===== config.mk =====
export PLATFORM = sky130hd
export DESIGN_NAME = lsu_load_unit
export DESIGN_NICKNAME = d
export VERILOG_FILES = /design/src/procyon_pkg.sv /design/src/lsu_lq.sv /design/src/lsu_mhq.sv /design/src/lsu_load_unit.sv
export SDC_FILE = /design/constraint.sdc
export NUM_CORES = 1
export LEC_CHECK = 0
export BUFFER_PORTS_ARGS = -buffer_cell sky130_fd_sc_hd__clkbuf_2
export CAP_MARGIN = 40
export CORE_MARGIN = 2
export CORE_UTILIZATION = 45
export CTS_BUF_LIST = sky130_fd_sc_hd__clkbuf_8
export DETAILED_ROUTE_END_ITERATION = 7
export PLACE_DENSITY = 0.73
export SYNTH_ARGS = -nofsm -noshare
export SYNTH_HDL_FRONTEND = slang
export SYNTH_HIERARCHICAL = 1
export SYNTH_SLANG_ARGS = --single-unit

===== constraint.sdc =====
create_clock -name clk -period 6.04 [get_ports clk]
set_clock_uncertainty 0.15 [all_clocks]
set_input_delay 0 -clock clk [delete_from_list [all_inputs] [get_ports clk]]
set_output_delay 0 -clock clk [all_outputs]
set_load 0.02 [all_outputs]

===== src/procyon_pkg.sv =====
// ~~~~~~~~~~~~~~~~~~~~
// Widths, LSU opcodes and the packed structs shared by the load queue,
// the miss handling queue and the load unit top level
// Modules import it in their bodies and use scoped names on their ports
// ~~~~~~~~~~~~~~~~~~~~

package procyon_pkg;

    // Byte address width and reorder buffer tag width
    localparam int ADDR_WIDTH        = 32;
    localparam int ROB_TAG_WIDTH     = 6;

    // A cache line is 16 bytes, so the low 4 address bits select the byte
    localparam int LINE_OFFSET_WIDTH = 4;

    // Number of outstanding cache lines the miss handling queue can track
    localparam int MHQ_DEPTH         = 4;

    typedef logic [ADDR_WIDTH-1:0]        procyon_addr_t;
    typedef logic [ROB_TAG_WIDTH-1:0]     procyon_tag_t;
    typedef logic [$clog2(MHQ_DEPTH)-1:0] procyon_mhq_tag_t;

    // LSU opcodes, loads first and stores in the upper codes
    typedef enum logic [2:0] {
        LSU_FUNC_LB  = 3'b000,
        LSU_FUNC_LH  = 3'b001,
        LSU_FUNC_LW  = 3'b010,
        LSU_FUNC_LBU = 3'b011,
        LSU_FUNC_LHU = 3'b100,
        LSU_FUNC_SB  = 3'b101,
        LSU_FUNC_SH  = 3'b110,
        LSU_FUNC_SW  = 3'b111
    } procyon_lsu_func_t;

    // Load handed over by the issue stage for allocation
    typedef struct packed {
        procyon_lsu_func_t lsu_func;
        procyon_tag_t      tag;
        procyon_addr_t     addr;
    } lq_alloc_t;

    // Load sent back to the execute stage when it replays
    typedef struct packed {
        procyon_lsu_func_t lsu_func;
        procyon_addr_t     addr;
        procyon_tag_t      tag;
    } lq_replay_t;

    // Store leaving the store queue, used for overlap checks
    typedef struct packed {
        procyon_addr_t     addr;
        procyon_lsu_func_t lsu_func;
    } sq_retire_t;

    // Fill broadcast payload, qualified by a separate enable
    typedef struct packed {
        procyon_mhq_tag_t  tag;
    } mhq_fill_t;

endpackage


===== src/lsu_lq.sv =====
// ~~~~~~~~~~~~~~~~~~~~
// Load queue, tracks issued loads until the reorder buffer retires them
// Flags loads overlapped by a retiring store and replays loads that
// missed in the cache once the MHQ broadcasts their fill
// ~~~~~~~~~~~~~~~~~~~~
`timescale 1ns/1ps

module lsu_lq #(
    parameter int lq_depth = 8
) (
    input  logic                          clk,
    input  logic                          n_rst,

    input  logic                          i_flush,
    output logic                          o_full,

    // Allocation from the issue stage
    input  logic                          i_alloc_en,
    input  procyon_pkg::lq_alloc_t        i_alloc,
    output logic [lq_depth-1:0]           o_alloc_lq_select,

    // Replay towards the execute stage
    input  logic                          i_replay_stall,
    output logic                          o_replay_en,
    output logic [lq_depth-1:0]           o_replay_select,
    output procyon_pkg::lq_replay_t       o_replay,

    // Miss report from the execute stage, tag and full come from the MHQ
    input  logic                          i_update_en,
    input  logic [lq_depth-1:0]           i_update_select,
    input  logic                          i_update_retry,
    input  procyon_pkg::procyon_mhq_tag_t i_update_mhq_tag,
    input  logic                          i_update_mhq_full,

    // Fill broadcast from the MHQ
    input  logic                          i_mhq_fill_en,
    input  procyon_pkg::mhq_fill_t        i_mhq_fill,

    // Retiring store from the store queue
    input  logic                          i_sq_retire_en,
    input  procyon_pkg::sq_retire_t       i_sq_retire,

    // Load retirement from the reorder buffer
    input  logic                          i_rob_retire_en,
    input  procyon_pkg::procyon_tag_t     i_rob_retire_tag,
    output logic                          o_rob_retire_ack,
    output logic                          o_rob_retire_misspeculated
);

    import procyon_pkg::*;

    localparam int idx_width = (lq_depth > 1) ? $clog2(lq_depth) : 1;

    typedef logic [lq_depth-1:0]  lq_vec_t;
    typedef logic [idx_width-1:0] lq_idx_t;

    // Per-slot payload, written when the load is allocated or misses
    lq_alloc_t        slot_info [lq_depth];
    procyon_mhq_tag_t slot_mhq_tag [lq_depth];
    lq_vec_t          slot_retry;

    // Per-slot control bits, one bit per slot
    lq_vec_t          slot_valid;
    lq_vec_t          slot_needs_replay;
    lq_vec_t          slot_replay_rdy;
    lq_vec_t          slot_misspec;

    lq_vec_t          needs_replay_next;
    lq_vec_t          replay_rdy_next;
    lq_vec_t          misspec_next;

    lq_vec_t          empty_vec;
    lq_vec_t          alloc_select;
    lq_vec_t          update_select;
    lq_vec_t          retire_select;
    lq_vec_t          overlap_select;
    lq_vec_t          replay_ready;
    lq_vec_t          replay_select;
    lq_idx_t          replay_slot;
    logic             update_fill_hit;
    procyon_addr_t    store_end;

    // Full is a plain level straight from the valid bits
    assign empty_vec     = ~slot_valid;
    assign o_full        = &slot_valid;

    // Lowest empty slot wins, nothing is picked when the queue is full
    assign alloc_select  = {lq_depth{i_alloc_en}} & empty_vec & ~(empty_vec - lq_vec_t'(1));

    // Lowest ready slot replays unless the execute stage stalls us
    assign replay_ready  = slot_valid & slot_replay_rdy;
    assign replay_select = {lq_depth{~i_replay_stall}} & replay_ready
                           & ~(replay_ready - lq_vec_t'(1));

    assign update_select = {lq_depth{i_update_en}} & i_update_select;

    // A fill in the same cycle as the miss report may already be the line the
    // load is about to wait for, or any fill if the MHQ turned it away
    assign update_fill_hit = i_mhq_fill_en
                             & (i_update_mhq_full | (i_mhq_fill.tag == i_update_mhq_tag));

    // Store byte range ends 1, 2 or 4 bytes past its address
    always_comb begin
        case (i_sq_retire.lsu_func)
            LSU_FUNC_SB: store_end = i_sq_retire.addr + procyon_addr_t'(1);
            LSU_FUNC_SH: store_end = i_sq_retire.addr + procyon_addr_t'(2);
            default:     store_end = i_sq_retire.addr + procyon_addr_t'(4);
        endcase
    end

    // Tag match for retirement and address match for store overlap
    always_comb begin
        for (int i = 0; i < lq_depth; i++) begin
            retire_select[i]  = i_rob_retire_en & slot_valid[i]
                                & (slot_info[i].tag == i_rob_retire_tag);
            overlap_select[i] = i_sq_retire_en & slot_valid[i]
                                & (slot_info[i].addr >= i_sq_retire.addr)
                                & (slot_info[i].addr < store_end);
        end
    end

    // Turn the one-hot replay select into a slot number
    always_comb begin
        replay_slot = '0;
        for (int i = 0; i < lq_depth; i++) begin
            if (replay_select[i]) begin
                replay_slot = lq_idx_t'(i);
            end
        end
    end

    // Next state of the replay and mis-speculation marks
    always_comb begin
        logic fill_hit;

        for (int i = 0; i < lq_depth; i++) begin
            // A waiting load wakes on its own line, or on any fill when it is a retry
            fill_hit = i_mhq_fill_en & slot_needs_replay[i]
                       & (slot_retry[i] | (i_mhq_fill.tag == slot_mhq_tag[i]));

            if (alloc_select[i] || replay_select[i]) begin
                // Fresh or re-executing load starts with clean marks
                needs_replay_next[i] = 1'b0;
                replay_rdy_next[i]   = 1'b0;
                misspec_next[i]      = 1'b0;
            end else if (update_select[i]) begin
                needs_replay_next[i] = i_update_retry;
                replay_rdy_next[i]   = i_update_retry & update_fill_hit;
                misspec_next[i]      = slot_misspec[i];
            end else begin
                needs_replay_next[i] = slot_needs_replay[i];
                replay_rdy_next[i]   = slot_replay_rdy[i] | fill_hit;
                // Loads still waiting for a replay will read the store's data anyway
                misspec_next[i]      = slot_misspec[i]
                                       | (overlap_select[i] & ~slot_needs_replay[i]);
            end
        end
    end

    always_ff @(posedge clk) begin
        if (~n_rst) begin
            slot_valid        <= '0;
            slot_needs_replay <= '0;
            slot_replay_rdy   <= '0;
            slot_misspec      <= '0;
        end else begin
            // Flush drops every entry at once
            slot_valid        <= i_flush ? '0 : ((slot_valid & ~retire_select) | alloc_select);
            slot_needs_replay <= needs_replay_next;
            slot_replay_rdy   <= replay_rdy_next;
            slot_misspec      <= misspec_next;
        end
    end

    always_ff @(posedge clk) begin
        for (int i = 0; i < lq_depth; i++) begin
            if (alloc_select[i]) begin
                slot_info[i] <= i_alloc;
            end
            if (update_select[i]) begin
                slot_retry[i]   <= i_update_mhq_full;
                slot_mhq_tag[i] <= i_update_mhq_tag;
            end
        end
    end

    // Registered pulses and select vectors
    always_ff @(posedge clk) begin
        if (~n_rst) begin
            o_replay_en                <= 1'b0;
            o_rob_retire_ack           <= 1'b0;
            o_rob_retire_misspeculated <= 1'b0;
            o_alloc_lq_select          <= '0;
        end else begin
            o_replay_en                <= ~i_flush & (|replay_select);
            o_rob_retire_ack           <= i_rob_retire_en;
            // No match (e.g. after a flush) reports clean
            o_rob_retire_misspeculated <= |(retire_select & slot_misspec);
            o_alloc_lq_select          <= alloc_select;
        end
    end

    // Replayed load payload
    always_ff @(posedge clk) begin
        o_replay_select   <= replay_select;
        o_replay.lsu_func <= slot_info[replay_slot].lsu_func;
        o_replay.addr     <= slot_info[replay_slot].addr;
        o_replay.tag      <= slot_info[replay_slot].tag;
    end

endmodule


===== src/lsu_mhq.sv =====
// ~~~~~~~~~~~~~~~~~~~~
// Miss handling queue, merges cache misses by line and hands out MHQ tags
// Each line broadcasts a fill after a fixed memory latency
// ~~~~~~~~~~~~~~~~~~~~
`timescale 1ns/1ps

module lsu_mhq #(
    parameter int fill_latency = 6
) (
    input  logic                          clk,
    input  logic                          n_rst,

    // Miss report from the execute stage
    input  logic                          i_miss_en,
    input  procyon_pkg::procyon_addr_t    i_miss_addr,
    output procyon_pkg::procyon_mhq_tag_t o_miss_tag,
    output logic                          o_full,

    // Fill broadcast
    output logic                          o_fill_en,
    output procyon_pkg::mhq_fill_t        o_fill
);

    import procyon_pkg::*;

    localparam int cnt_width  = (fill_latency > 1) ? $clog2(fill_latency) : 1;
    localparam int line_width = ADDR_WIDTH - LINE_OFFSET_WIDTH;

    typedef logic [MHQ_DEPTH-1:0]  mhq_vec_t;
    typedef logic [line_width-1:0] mhq_line_t;
    typedef logic [cnt_width-1:0]  mhq_cnt_t;

    // Line address and remaining latency of each entry
    mhq_line_t        entry_line [MHQ_DEPTH];
    mhq_cnt_t         entry_count [MHQ_DEPTH];
    mhq_vec_t         entry_valid;

    mhq_line_t        miss_line;
    mhq_vec_t         match_vec;
    mhq_vec_t         free_vec;
    mhq_vec_t         expired_vec;
    logic             miss_merge;
    logic             miss_alloc;
    logic             fill_found;
    procyon_mhq_tag_t match_tag;
    procyon_mhq_tag_t free_tag;
    procyon_mhq_tag_t fill_tag;

    // Number of the lowest set bit, zero when none is set
    function automatic procyon_mhq_tag_t lowest_tag(mhq_vec_t vec);
        procyon_mhq_tag_t tag;

        tag = '0;
        for (int i = MHQ_DEPTH - 1; i >= 0; i--) begin
            if (vec[i]) begin
                tag = procyon_mhq_tag_t'(i);
            end
        end
        return tag;
    endfunction

    assign miss_line = i_miss_addr[ADDR_WIDTH-1:LINE_OFFSET_WIDTH];

    always_comb begin
        for (int i = 0; i < MHQ_DEPTH; i++) begin
            match_vec[i]   = entry_valid[i] & (entry_line[i] == miss_line);
            // Countdown at zero means memory has returned the line
            expired_vec[i] = entry_valid[i] & (entry_count[i] == '0);
        end
    end

    assign free_vec   = ~entry_valid;
    assign miss_merge = |match_vec;
    assign fill_found = |expired_vec;

    // Full only matters when the line cannot join an existing entry
    assign o_full     = ~miss_merge & ~(|free_vec);
    assign miss_alloc = i_miss_en & ~miss_merge & (|free_vec);

    assign match_tag  = lowest_tag(match_vec);
    assign free_tag   = lowest_tag(free_vec);
    assign fill_tag   = lowest_tag(expired_vec);
    assign o_miss_tag = miss_merge ? match_tag : free_tag;

    // An entry is allocated from free ones and freed from valid ones,
    // so both never hit the same entry in one cycle
    always_ff @(posedge clk) begin
        if (~n_rst) begin
            entry_valid <= '0;
            o_fill_en   <= 1'b0;
        end else begin
            o_fill_en <= fill_found;
            for (int i = 0; i < MHQ_DEPTH; i++) begin
                if (miss_alloc && (free_tag == procyon_mhq_tag_t'(i))) begin
                    entry_valid[i] <= 1'b1;
                end else if (fill_found && (fill_tag == procyon_mhq_tag_t'(i))) begin
                    entry_valid[i] <= 1'b0;
                end
            end
        end
    end

    // Countdown starts one short so the fill lands fill_latency cycles on
    always_ff @(posedge clk) begin
        o_fill.tag <= fill_tag;
        for (int i = 0; i < MHQ_DEPTH; i++) begin
            if (miss_alloc && (free_tag == procyon_mhq_tag_t'(i))) begin
                entry_line[i]  <= miss_line;
                entry_count[i] <= mhq_cnt_t'(fill_latency - 1);
            end else if (entry_count[i] != '0) begin
                entry_count[i] <= entry_count[i] - mhq_cnt_t'(1);
            end
        end
    end

endmodule


===== src/lsu_load_unit.sv =====
// ~~~~~~~~~~~~~~~~~~~~
// Load side of the LSU, joins the load queue and the miss handling queue
// Miss reports go to the MHQ, its tag and full flag update the load queue
// ~~~~~~~~~~~~~~~~~~~~
`timescale 1ns/1ps

module lsu_load_unit #(
    parameter int lq_depth     = 8,
    parameter int fill_latency = 6
) (
    input  logic                          clk,
    input  logic                          n_rst,

    input  logic                          i_flush,
    output logic                          o_full,

    // Issue stage allocation
    input  logic                          i_alloc_en,
    input  procyon_pkg::lq_alloc_t        i_alloc,
    output logic [lq_depth-1:0]           o_alloc_lq_select,

    // Replay towards the execute stage
    input  logic                          i_replay_stall,
    output logic                          o_replay_en,
    output logic [lq_depth-1:0]           o_replay_select,
    output procyon_pkg::lq_replay_t       o_replay,

    // Cache miss report from the execute stage
    input  logic                          i_miss_en,
    input  logic [lq_depth-1:0]           i_miss_select,
    input  procyon_pkg::procyon_addr_t    i_miss_addr,

    // Fill broadcast, also seen by the cache
    output logic                          o_fill_en,
    output procyon_pkg::mhq_fill_t        o_fill,

    // Store queue retirement
    input  logic                          i_sq_retire_en,
    input  procyon_pkg::sq_retire_t       i_sq_retire,

    // Reorder buffer retirement
    input  logic                          i_rob_retire_en,
    input  procyon_pkg::procyon_tag_t     i_rob_retire_tag,
    output logic                          o_rob_retire_ack,
    output logic                          o_rob_retire_misspeculated
);

    import procyon_pkg::*;

    // Same-cycle answer from the MHQ to the miss report
    procyon_mhq_tag_t miss_tag;
    logic             mhq_full;

    lsu_mhq #(
        .fill_latency(fill_latency)
    ) mhq_inst (
        .clk         (clk),
        .n_rst       (n_rst),
        .i_miss_en   (i_miss_en),
        .i_miss_addr (i_miss_addr),
        .o_miss_tag  (miss_tag),
        .o_full      (mhq_full),
        .o_fill_en   (o_fill_en),
        .o_fill      (o_fill)
    );

    // Every reported miss leaves the load waiting for a replay
    lsu_lq #(
        .lq_depth(lq_depth)
    ) lq_inst (
        .clk                        (clk),
        .n_rst                      (n_rst),
        .i_flush                    (i_flush),
        .o_full                     (o_full),
        .i_alloc_en                 (i_alloc_en),
        .i_alloc                    (i_alloc),
        .o_alloc_lq_select          (o_alloc_lq_select),
        .i_replay_stall             (i_replay_stall),
        .o_replay_en                (o_replay_en),
        .o_replay_select            (o_replay_select),
        .o_replay                   (o_replay),
        .i_update_en                (i_miss_en),
        .i_update_select            (i_miss_select),
        .i_update_retry             (1'b1),
        .i_update_mhq_tag           (miss_tag),
        .i_update_mhq_full          (mhq_full),
        .i_mhq_fill_en              (o_fill_en),
        .i_mhq_fill                 (o_fill),
        .i_sq_retire_en             (i_sq_retire_en),
        .i_sq_retire                (i_sq_retire),
        .i_rob_retire_en            (i_rob_retire_en),
        .i_rob_retire_tag           (i_rob_retire_tag),
        .o_rob_retire_ack           (o_rob_retire_ack),
        .o_rob_retire_misspeculated (o_rob_retire_misspeculated)
    );

endmodule


==> metrics.cfg, run 1 <==
[status]
outcome = finished clean

[clock_network]
cts-resized-gates = 0
tritoncts = yes
cts_sinks = 575
root_buffer = clkbuf_8
clk_latency_ns = 0.75
cts.htree.levels = 3
max-clock-path-buffers = 3
clk_pin_slew_ns = 0.07
cts_made_buffers = 99

[sta]
maxSlewHeadroom_pct = 37.3
fin_crit_ns = 4.38
setup_viol = 0
rsz0062_at_grt = false
min_period_over_period_pct = 72.5
slew_violations = 0
timing.fmax_mhz = 228
finalHoldViolCount = 0
tightest_slew_ns = 0.934
fin_setup_tns_ns = 0
fin_hold_ws_ns = 0.0339

[placed_design]
io_buffers = 189
dp.cells = 4059
routabilityCongestion = 0.958
hpwl_um = 78200

[logic_synthesis]
synth_ff_type = edfxtp_1
ys_ff_latch = 575
syn_nets = 3499
ys_top_cells_by_area = edfxtp_1 41%, ha_1 19%, dfxtp_1 5.7%
ys_seq_area_share_pct = 47.1
synth_area_sq_um = 34600
synth_top_area_cell = edfxtp_1
synth_cell_types = 86
syn_avg_cell_area_sq_um = 12.1
syn_inst = 2851
synth_edf_count = 476
ys_async_sr_fraction_pct = 0
synth_top_area_share_pct = 41.4
ys.warnings.count = 6
yosys.cell_count.top_type = ha_1
yosys-top-cells-count = 518 x ha_1, 476 x edfxtp_1, 170 x a21oi_1

[pwr]
irDropWorstVdd_v = 0.000201
powerDensity_nw_per_um2 = 240
p_leak_uw = 0.0174

[route]
postRouteWirelength_um = 111000
ant_nets = 0
drt-vias-per-instance = 6.04
vias = 26600
drc = 0
drtIter0Drc = 2755
drtPass1Iterations = 6
drt-wirelength-per-cell_um = 25.1

[critical_path]
r2r_slack_ns = 1.66
critical_path_arrival_ns = 4.91
worst_ep_required_time_ns = 6.57
crit_path_start_kind = register
critPathKind = register to register
crit_path_end_kind = register
cp_max_fo = 22

[layout]
final_util_pct = 53.7
layout-drive-gt1-share_pct = 13.9
fin_nets = 3936
stdcell_count = 4408
area_growth_pct = 18.1

[grt]
grt_pass1_wl_um = 162000
antenna_found_initial = 3
grt_usage_pct = 27.6
grt_pass1_vias = 26100
grt_max_degree = 101
grt_overflow = 0

[die]
die_width_um = 281
core_sq_um = 75900
die_y_um = 281
ios = 194
initial_core_util_pct = 45.5
rows = 101
die_area_sq_um = 79000

[worst_hold_path]
hold_class = input port to register

[flow_run]
drv_cap = 0

[metrics by stage]
stage          power, uW  area, sq um  setup slack [ns]
3_3_place_gp        5780        36900              1.38
4_1_cts             9840        40800              1.83
6_report            9810        40800              1.66
5_1_grt            10200        40800              1.45
3_5_place_dp        5820        37000              1.40
2_1_floorplan       5370        34600              1.17
[critical path, cell delays in order (launching register included)]
cell	delay [ns]
edfxtp_1	0.38
xnor2_1	0.26
nand4_1	0.17
nor4_1	0.41
nand4_1	0.37
nand2_2	0.49
o211a_1	0.44
xnor2_1	0.16
a21oi_1	0.08
nor2_1	0.48
nor2_1	0.08
a211oi_1	0.25
dlygate4sd3_1	0.59
[per-layer routing]
layer | part of all wire, % | GRT usage [%] | routed length, um
met4 | 3.7 | 9.93 | 4140
met5 | 0.0099 | 0 | 11
met1 | 41 | 36.8 | 45300
met2 | 45 | 44.0 | 49900
met3 | 10 | 6.41 | 11200
[cells in the final DEF (no fill, tap or decap), types with 8 or more instances in the layout]
master and count:
ha_1 518, edfxtp_1 476, clkbuf_2 189, a21oi_1 169, mux2i_1 165, dlygate4sd3_1 158, xnor2_1 136, nand2_1 112
clkbuf_8 109, nor2_1 107, inv_1 103, nand4_1 103, dfxtp_1 99, a21o_1 97, o21ai_0 90, nand3_1 77
xor2_1 64, buf_4 52, nor3_1 44, a22o_1 42, a211oi_1 32, nor4_1 32, nor2b_1 27, a221oi_2 27
clkinv_2 25, o31ai_1 21, a221oi_1 20, nand2b_1 18, and4_1 15, a31oi_1 13, a2111oi_0 12, o211ai_1 12
bufinv_16 10, or3_1 10, and3_1 10, o21a_1 9, o2111ai_1 8
[cell type report]
type                    count  area, sq um
fillers                  6372        35100
multi-input cells        2121        17700
flip-flops and latches    575        16300
repair buffers            405         3040
clock buffers             109         1500
well taps                1030         1290
clock inverters            79          711
inverters                  86          323
diodes                      3         7.51
[final timing paths]
check,depth (start not counted),endpoint,startpoint
worst min-delay path,2,lq_inst/slot_info[6][4],i_alloc[4]
worst min register to register,2,lq_inst/slot_needs_replay[7],lq_inst/slot_needs_replay[7]
worst max register to register,12,lq_inst/slot_replay_rdy[1],mhq_inst/entry_line[3][10]
worst max-delay path,12,lq_inst/slot_replay_rdy[1],mhq_inst/entry_line[3][10]
[cell families after synthesis]
logic type,after synthesis,share of synthesized area (%)
xor+xnor,201,5.15
simple gates,608,9.32
buf+inv,155,2.02
fa+ha+maj,518,18.8
other cells,1,0.0109
flops,575,47.1
mux,165,4.78
compound gates,628,12.9
[state kept, by name (all words and copies together), names as in the netlist, 2 cells and up]
signal,count
lq_inst/slot_info,328
mhq_inst/entry_line,112
lq_inst/o_replay,41
lq_inst/slot_mhq_tag,16
mhq_inst/entry_count,12
lq_inst/o_alloc_lq_select,8
lq_inst/o_replay_select,8
lq_inst/slot_misspec,8
lq_inst/slot_needs_replay,8
lq_inst/slot_replay_rdy,8
lq_inst/slot_retry,8
lq_inst/slot_valid,8
mhq_inst/entry_valid,4
mhq_inst/o_fill,2
[where the power goes]
part | internal [uW] | switching, uW
registers | 4470 | 80.9
clock network | 2140 | 1820
logic | 532 | 768
total | 7140 | 2670
[timing repair]
action,in CTS,in global routing
buffers inserted,0,0
hold endpoints to repair,552,0
hold buffers,158,0
Power figures use the tool's default switching activity.
==> inputs of run 2 (changes only) <==
Settings changed: PLACE_DENSITY 0.73 to 0.75.
Clock period 6.04 ns to 3.7 ns, I/O delays scaled along.
==> run 2 against run 1 <==
Critical path depth is 3 higher. Non-clock buffer count is 132 higher. Clock-buffer cell count is 3 higher. Worst setup slack worse by 1.4 ns. First-iteration DRC count is 0.80% lower. Utilization is 1.1 points higher. Register-to-register slack worse by 1.4 ns. Routed wire length is 3.4% higher. Final cell count is 2.8% higher. Flip-flop and latch count stayed put. Critical endpoint is now lq_inst/slot_replay_rdy[5].
==> metrics.cfg, run 2 (same netlist as run 1, synthesis figures left out) <==
[status]
outcome = finished clean

[pwr]
irDropWorstVdd_v = 0.000280  ; +39%
power_frac_seq_pct = 47.9  ; +1.5 points
p_leak_uw = 0.0180  ; +3.2%
powerDensity_nw_per_um2 = 373  ; +55%
clkPwrFrac_pct = 37.8  ; -2.6 points
combPwrFrac_pct = 14.3  ; +1.0 points
p_sw_share_pct = 27.7  ; +0.52 points
internal_power_uw = 11200  ; +57%
switching_power_uw = 4300  ; +61%
power_uw = 15500  ; +58%

[sta]
setup_viol = 0  ; unchanged
slew_violations = 0  ; unchanged
fin_hold_ws_ns = 0.0391  ; +0.00522 ns
finalHoldViolCount = 0  ; unchanged
rsz0062_at_grt = false
fin_crit_ns = 3.49
timing.fmax_mhz = 287
maxSlewHeadroom_pct = 40.0  ; +2.7 points
tightest_slew_ns = 0.899  ; -0.0342 ns
min_period_over_period_pct = 94.2

[critical_path]
slowest_delay_ns = 0.57  ; -0.02 ns
crit_path_start_kind = input port
cp_max_fo = 8  ; -64%
crit_path_end_kind = register
crit_buf_inv = 4  ; +3
critPathKind = input port to register
critical_path_arrival_ns = 3.97  ; -0.94 ns
critPathTopFamily = buffers and inverters
worstPathCellList = dlygate4sd3_1 > dlygate4sd3_1 > clkbuf_2 > xnor2_1 > nand4_1 > nor4_2 > nand4_1 > a21bo_2 > a21boi_0 > xnor2_1 > a21oi_1 > nor2_1 > buf_4 > nor2_1 > a211oi_1
worst_ep_required_time_ns = 4.19  ; -2.38 ns
crit_slowest_cell = dlygate4sd3_1

[clock_network]
cts_sinks = 575  ; unchanged
max-clock-path-buffers = 3  ; unchanged
root_buffer = clkbuf_8
tritoncts = yes
post-cts-setup-buffers = 0  ; unchanged
cts.htree.levels = 3  ; unchanged
clk_pin_slew_ns = 0.06  ; about the same
clk_latency_ns = 0.74  ; about the same
cts_made_buffers = 97  ; -2.0%

[layout]
top_regs = lq_inst/slot_info x328, mhq_inst/entry_line x112, lq_inst/o_replay x41
layout-drive-gt1-share_pct = 16.3  ; +2.4 points
area_growth_pct = 20.4
final_common_cell = ha_1
mostFrequentLayoutCells = 518 x ha_1, 476 x edfxtp_1, 189 x clkbuf_2, 173 x buf_4, 169 x a21oi_1
fin_area_sq_um = 41600  ; +2.0%
stdcell_count = 4532  ; +2.8%
nFillCells = 6333  ; -0.61%
fin_nets = 4066  ; +3.3%
top_register = lq_inst/slot_info
largest_reg_flops = 328  ; unchanged

[grt]
grt_pass1_vias = 27100  ; +3.7%
grt_overflow = 0  ; unchanged
grt_usage_pct = 28.7  ; +1.1 points
grt_pass1_wl_um = 168000  ; +3.7%
antenna_found_initial = 8  ; +5
grt_max_degree = 43  ; -57%

[die]
rows = 101  ; unchanged
die_area_sq_um = 79000  ; unchanged
initial_core_util_pct = 45.5  ; unchanged
die_width_um = 281  ; unchanged
core_sq_um = 75900  ; unchanged
die_y_um = 281  ; unchanged
ios = 194  ; unchanged

[placed_design]
place_area_sq_um = 38000  ; +2.5%
io_buffers = 189  ; unchanged
routabilityCongestion = 1.00  ; +4.8%
hpwl_um = 83600  ; +6.9%
dp.cells = 4182  ; +3.0%

[route]
drt-wirelength-per-cell_um = 25.2  ; +0.59%
postRouteWirelength_um = 114000  ; +3.4%
drc = 0  ; unchanged
vias = 27300  ; +2.6%
drtIter0Drc = 2733  ; -0.80%
drtPass1Iterations = 6  ; unchanged
ant_nets = 0  ; unchanged
drt-vias-per-instance = 6.03  ; -0.18%

[worst_hold_path]
hold_class = input port to register

[flow_run]
drv_cap = 0  ; unchanged

## run 2: timing repair
| action | CTS | global route |
|---|---|---|
| hold endpoints to repair | 607 | 0 |
| gates resized for setup | 0 | 2 |
| setup endpoints to repair | 0 | 5 |
| hold buffers | 166 | 0 |
## run 2: cell type report
cell class	count	area, sq um	area share, %
multi-input cells	2121	17700	42.5
diodes	3	7.51	0.0180
clock inverters	68	444	1.07
flip-flops and latches	575	16300	39.1
clock buffers	112	1540	3.70
repair buffers	537	4060	9.75
well taps	1030	1290	3.10
inverters	86	323	0.776
## run 2: stage by stage
| step | util, % | worst slack (ns) | TNS [ns] |
|---|---|---|---|
| floorplan | - | -0.611 | -48.51 |
| global placement | 50.0 | -0.142 | -0.448 |
| detailed placement | 50.0 | -0.195 | -0.860 |
| CTS | 54.8 | 0.276 | 0 |
| global route | 54.8 | 0.0399 | 0 |
| finish | 54.8 | 0.213 | 0 |
## run 2: worst paths after layout
path | from | end | slack [ns] | cells past startpoint
worst max-delay path | i_miss_addr[12] | lq_inst/slot_replay_rdy[5] | 0.21 | 15
worst min-delay path | i_miss_addr[13] | mhq_inst/entry_line[1][9] | 0.04 | 2
worst max register to register | lq_inst/slot_valid[0] | lq_inst/o_replay[34] | 0.23 | 10
worst min register to register | lq_inst/slot_needs_replay[3] | lq_inst/slot_needs_replay[3] | 0.33 | 2
## run 2: per-layer routing
layer	track usage (%)	share of wire [%]
met5	0	0.035
met3	6.60	9.6
met1	37.6	41
met4	12.9	4.6
met2	45.2	45
## run 2: power groups by stage
stage	registers [uW]	clock network, uW	logic [uW]
after global placement	7550	0	1970
final	7430	5860	2220
after floorplan	7550	0	1210
after global routing	7450	6240	2450
after detailed placement	7560	0	2030
after CTS	7430	5940	2180
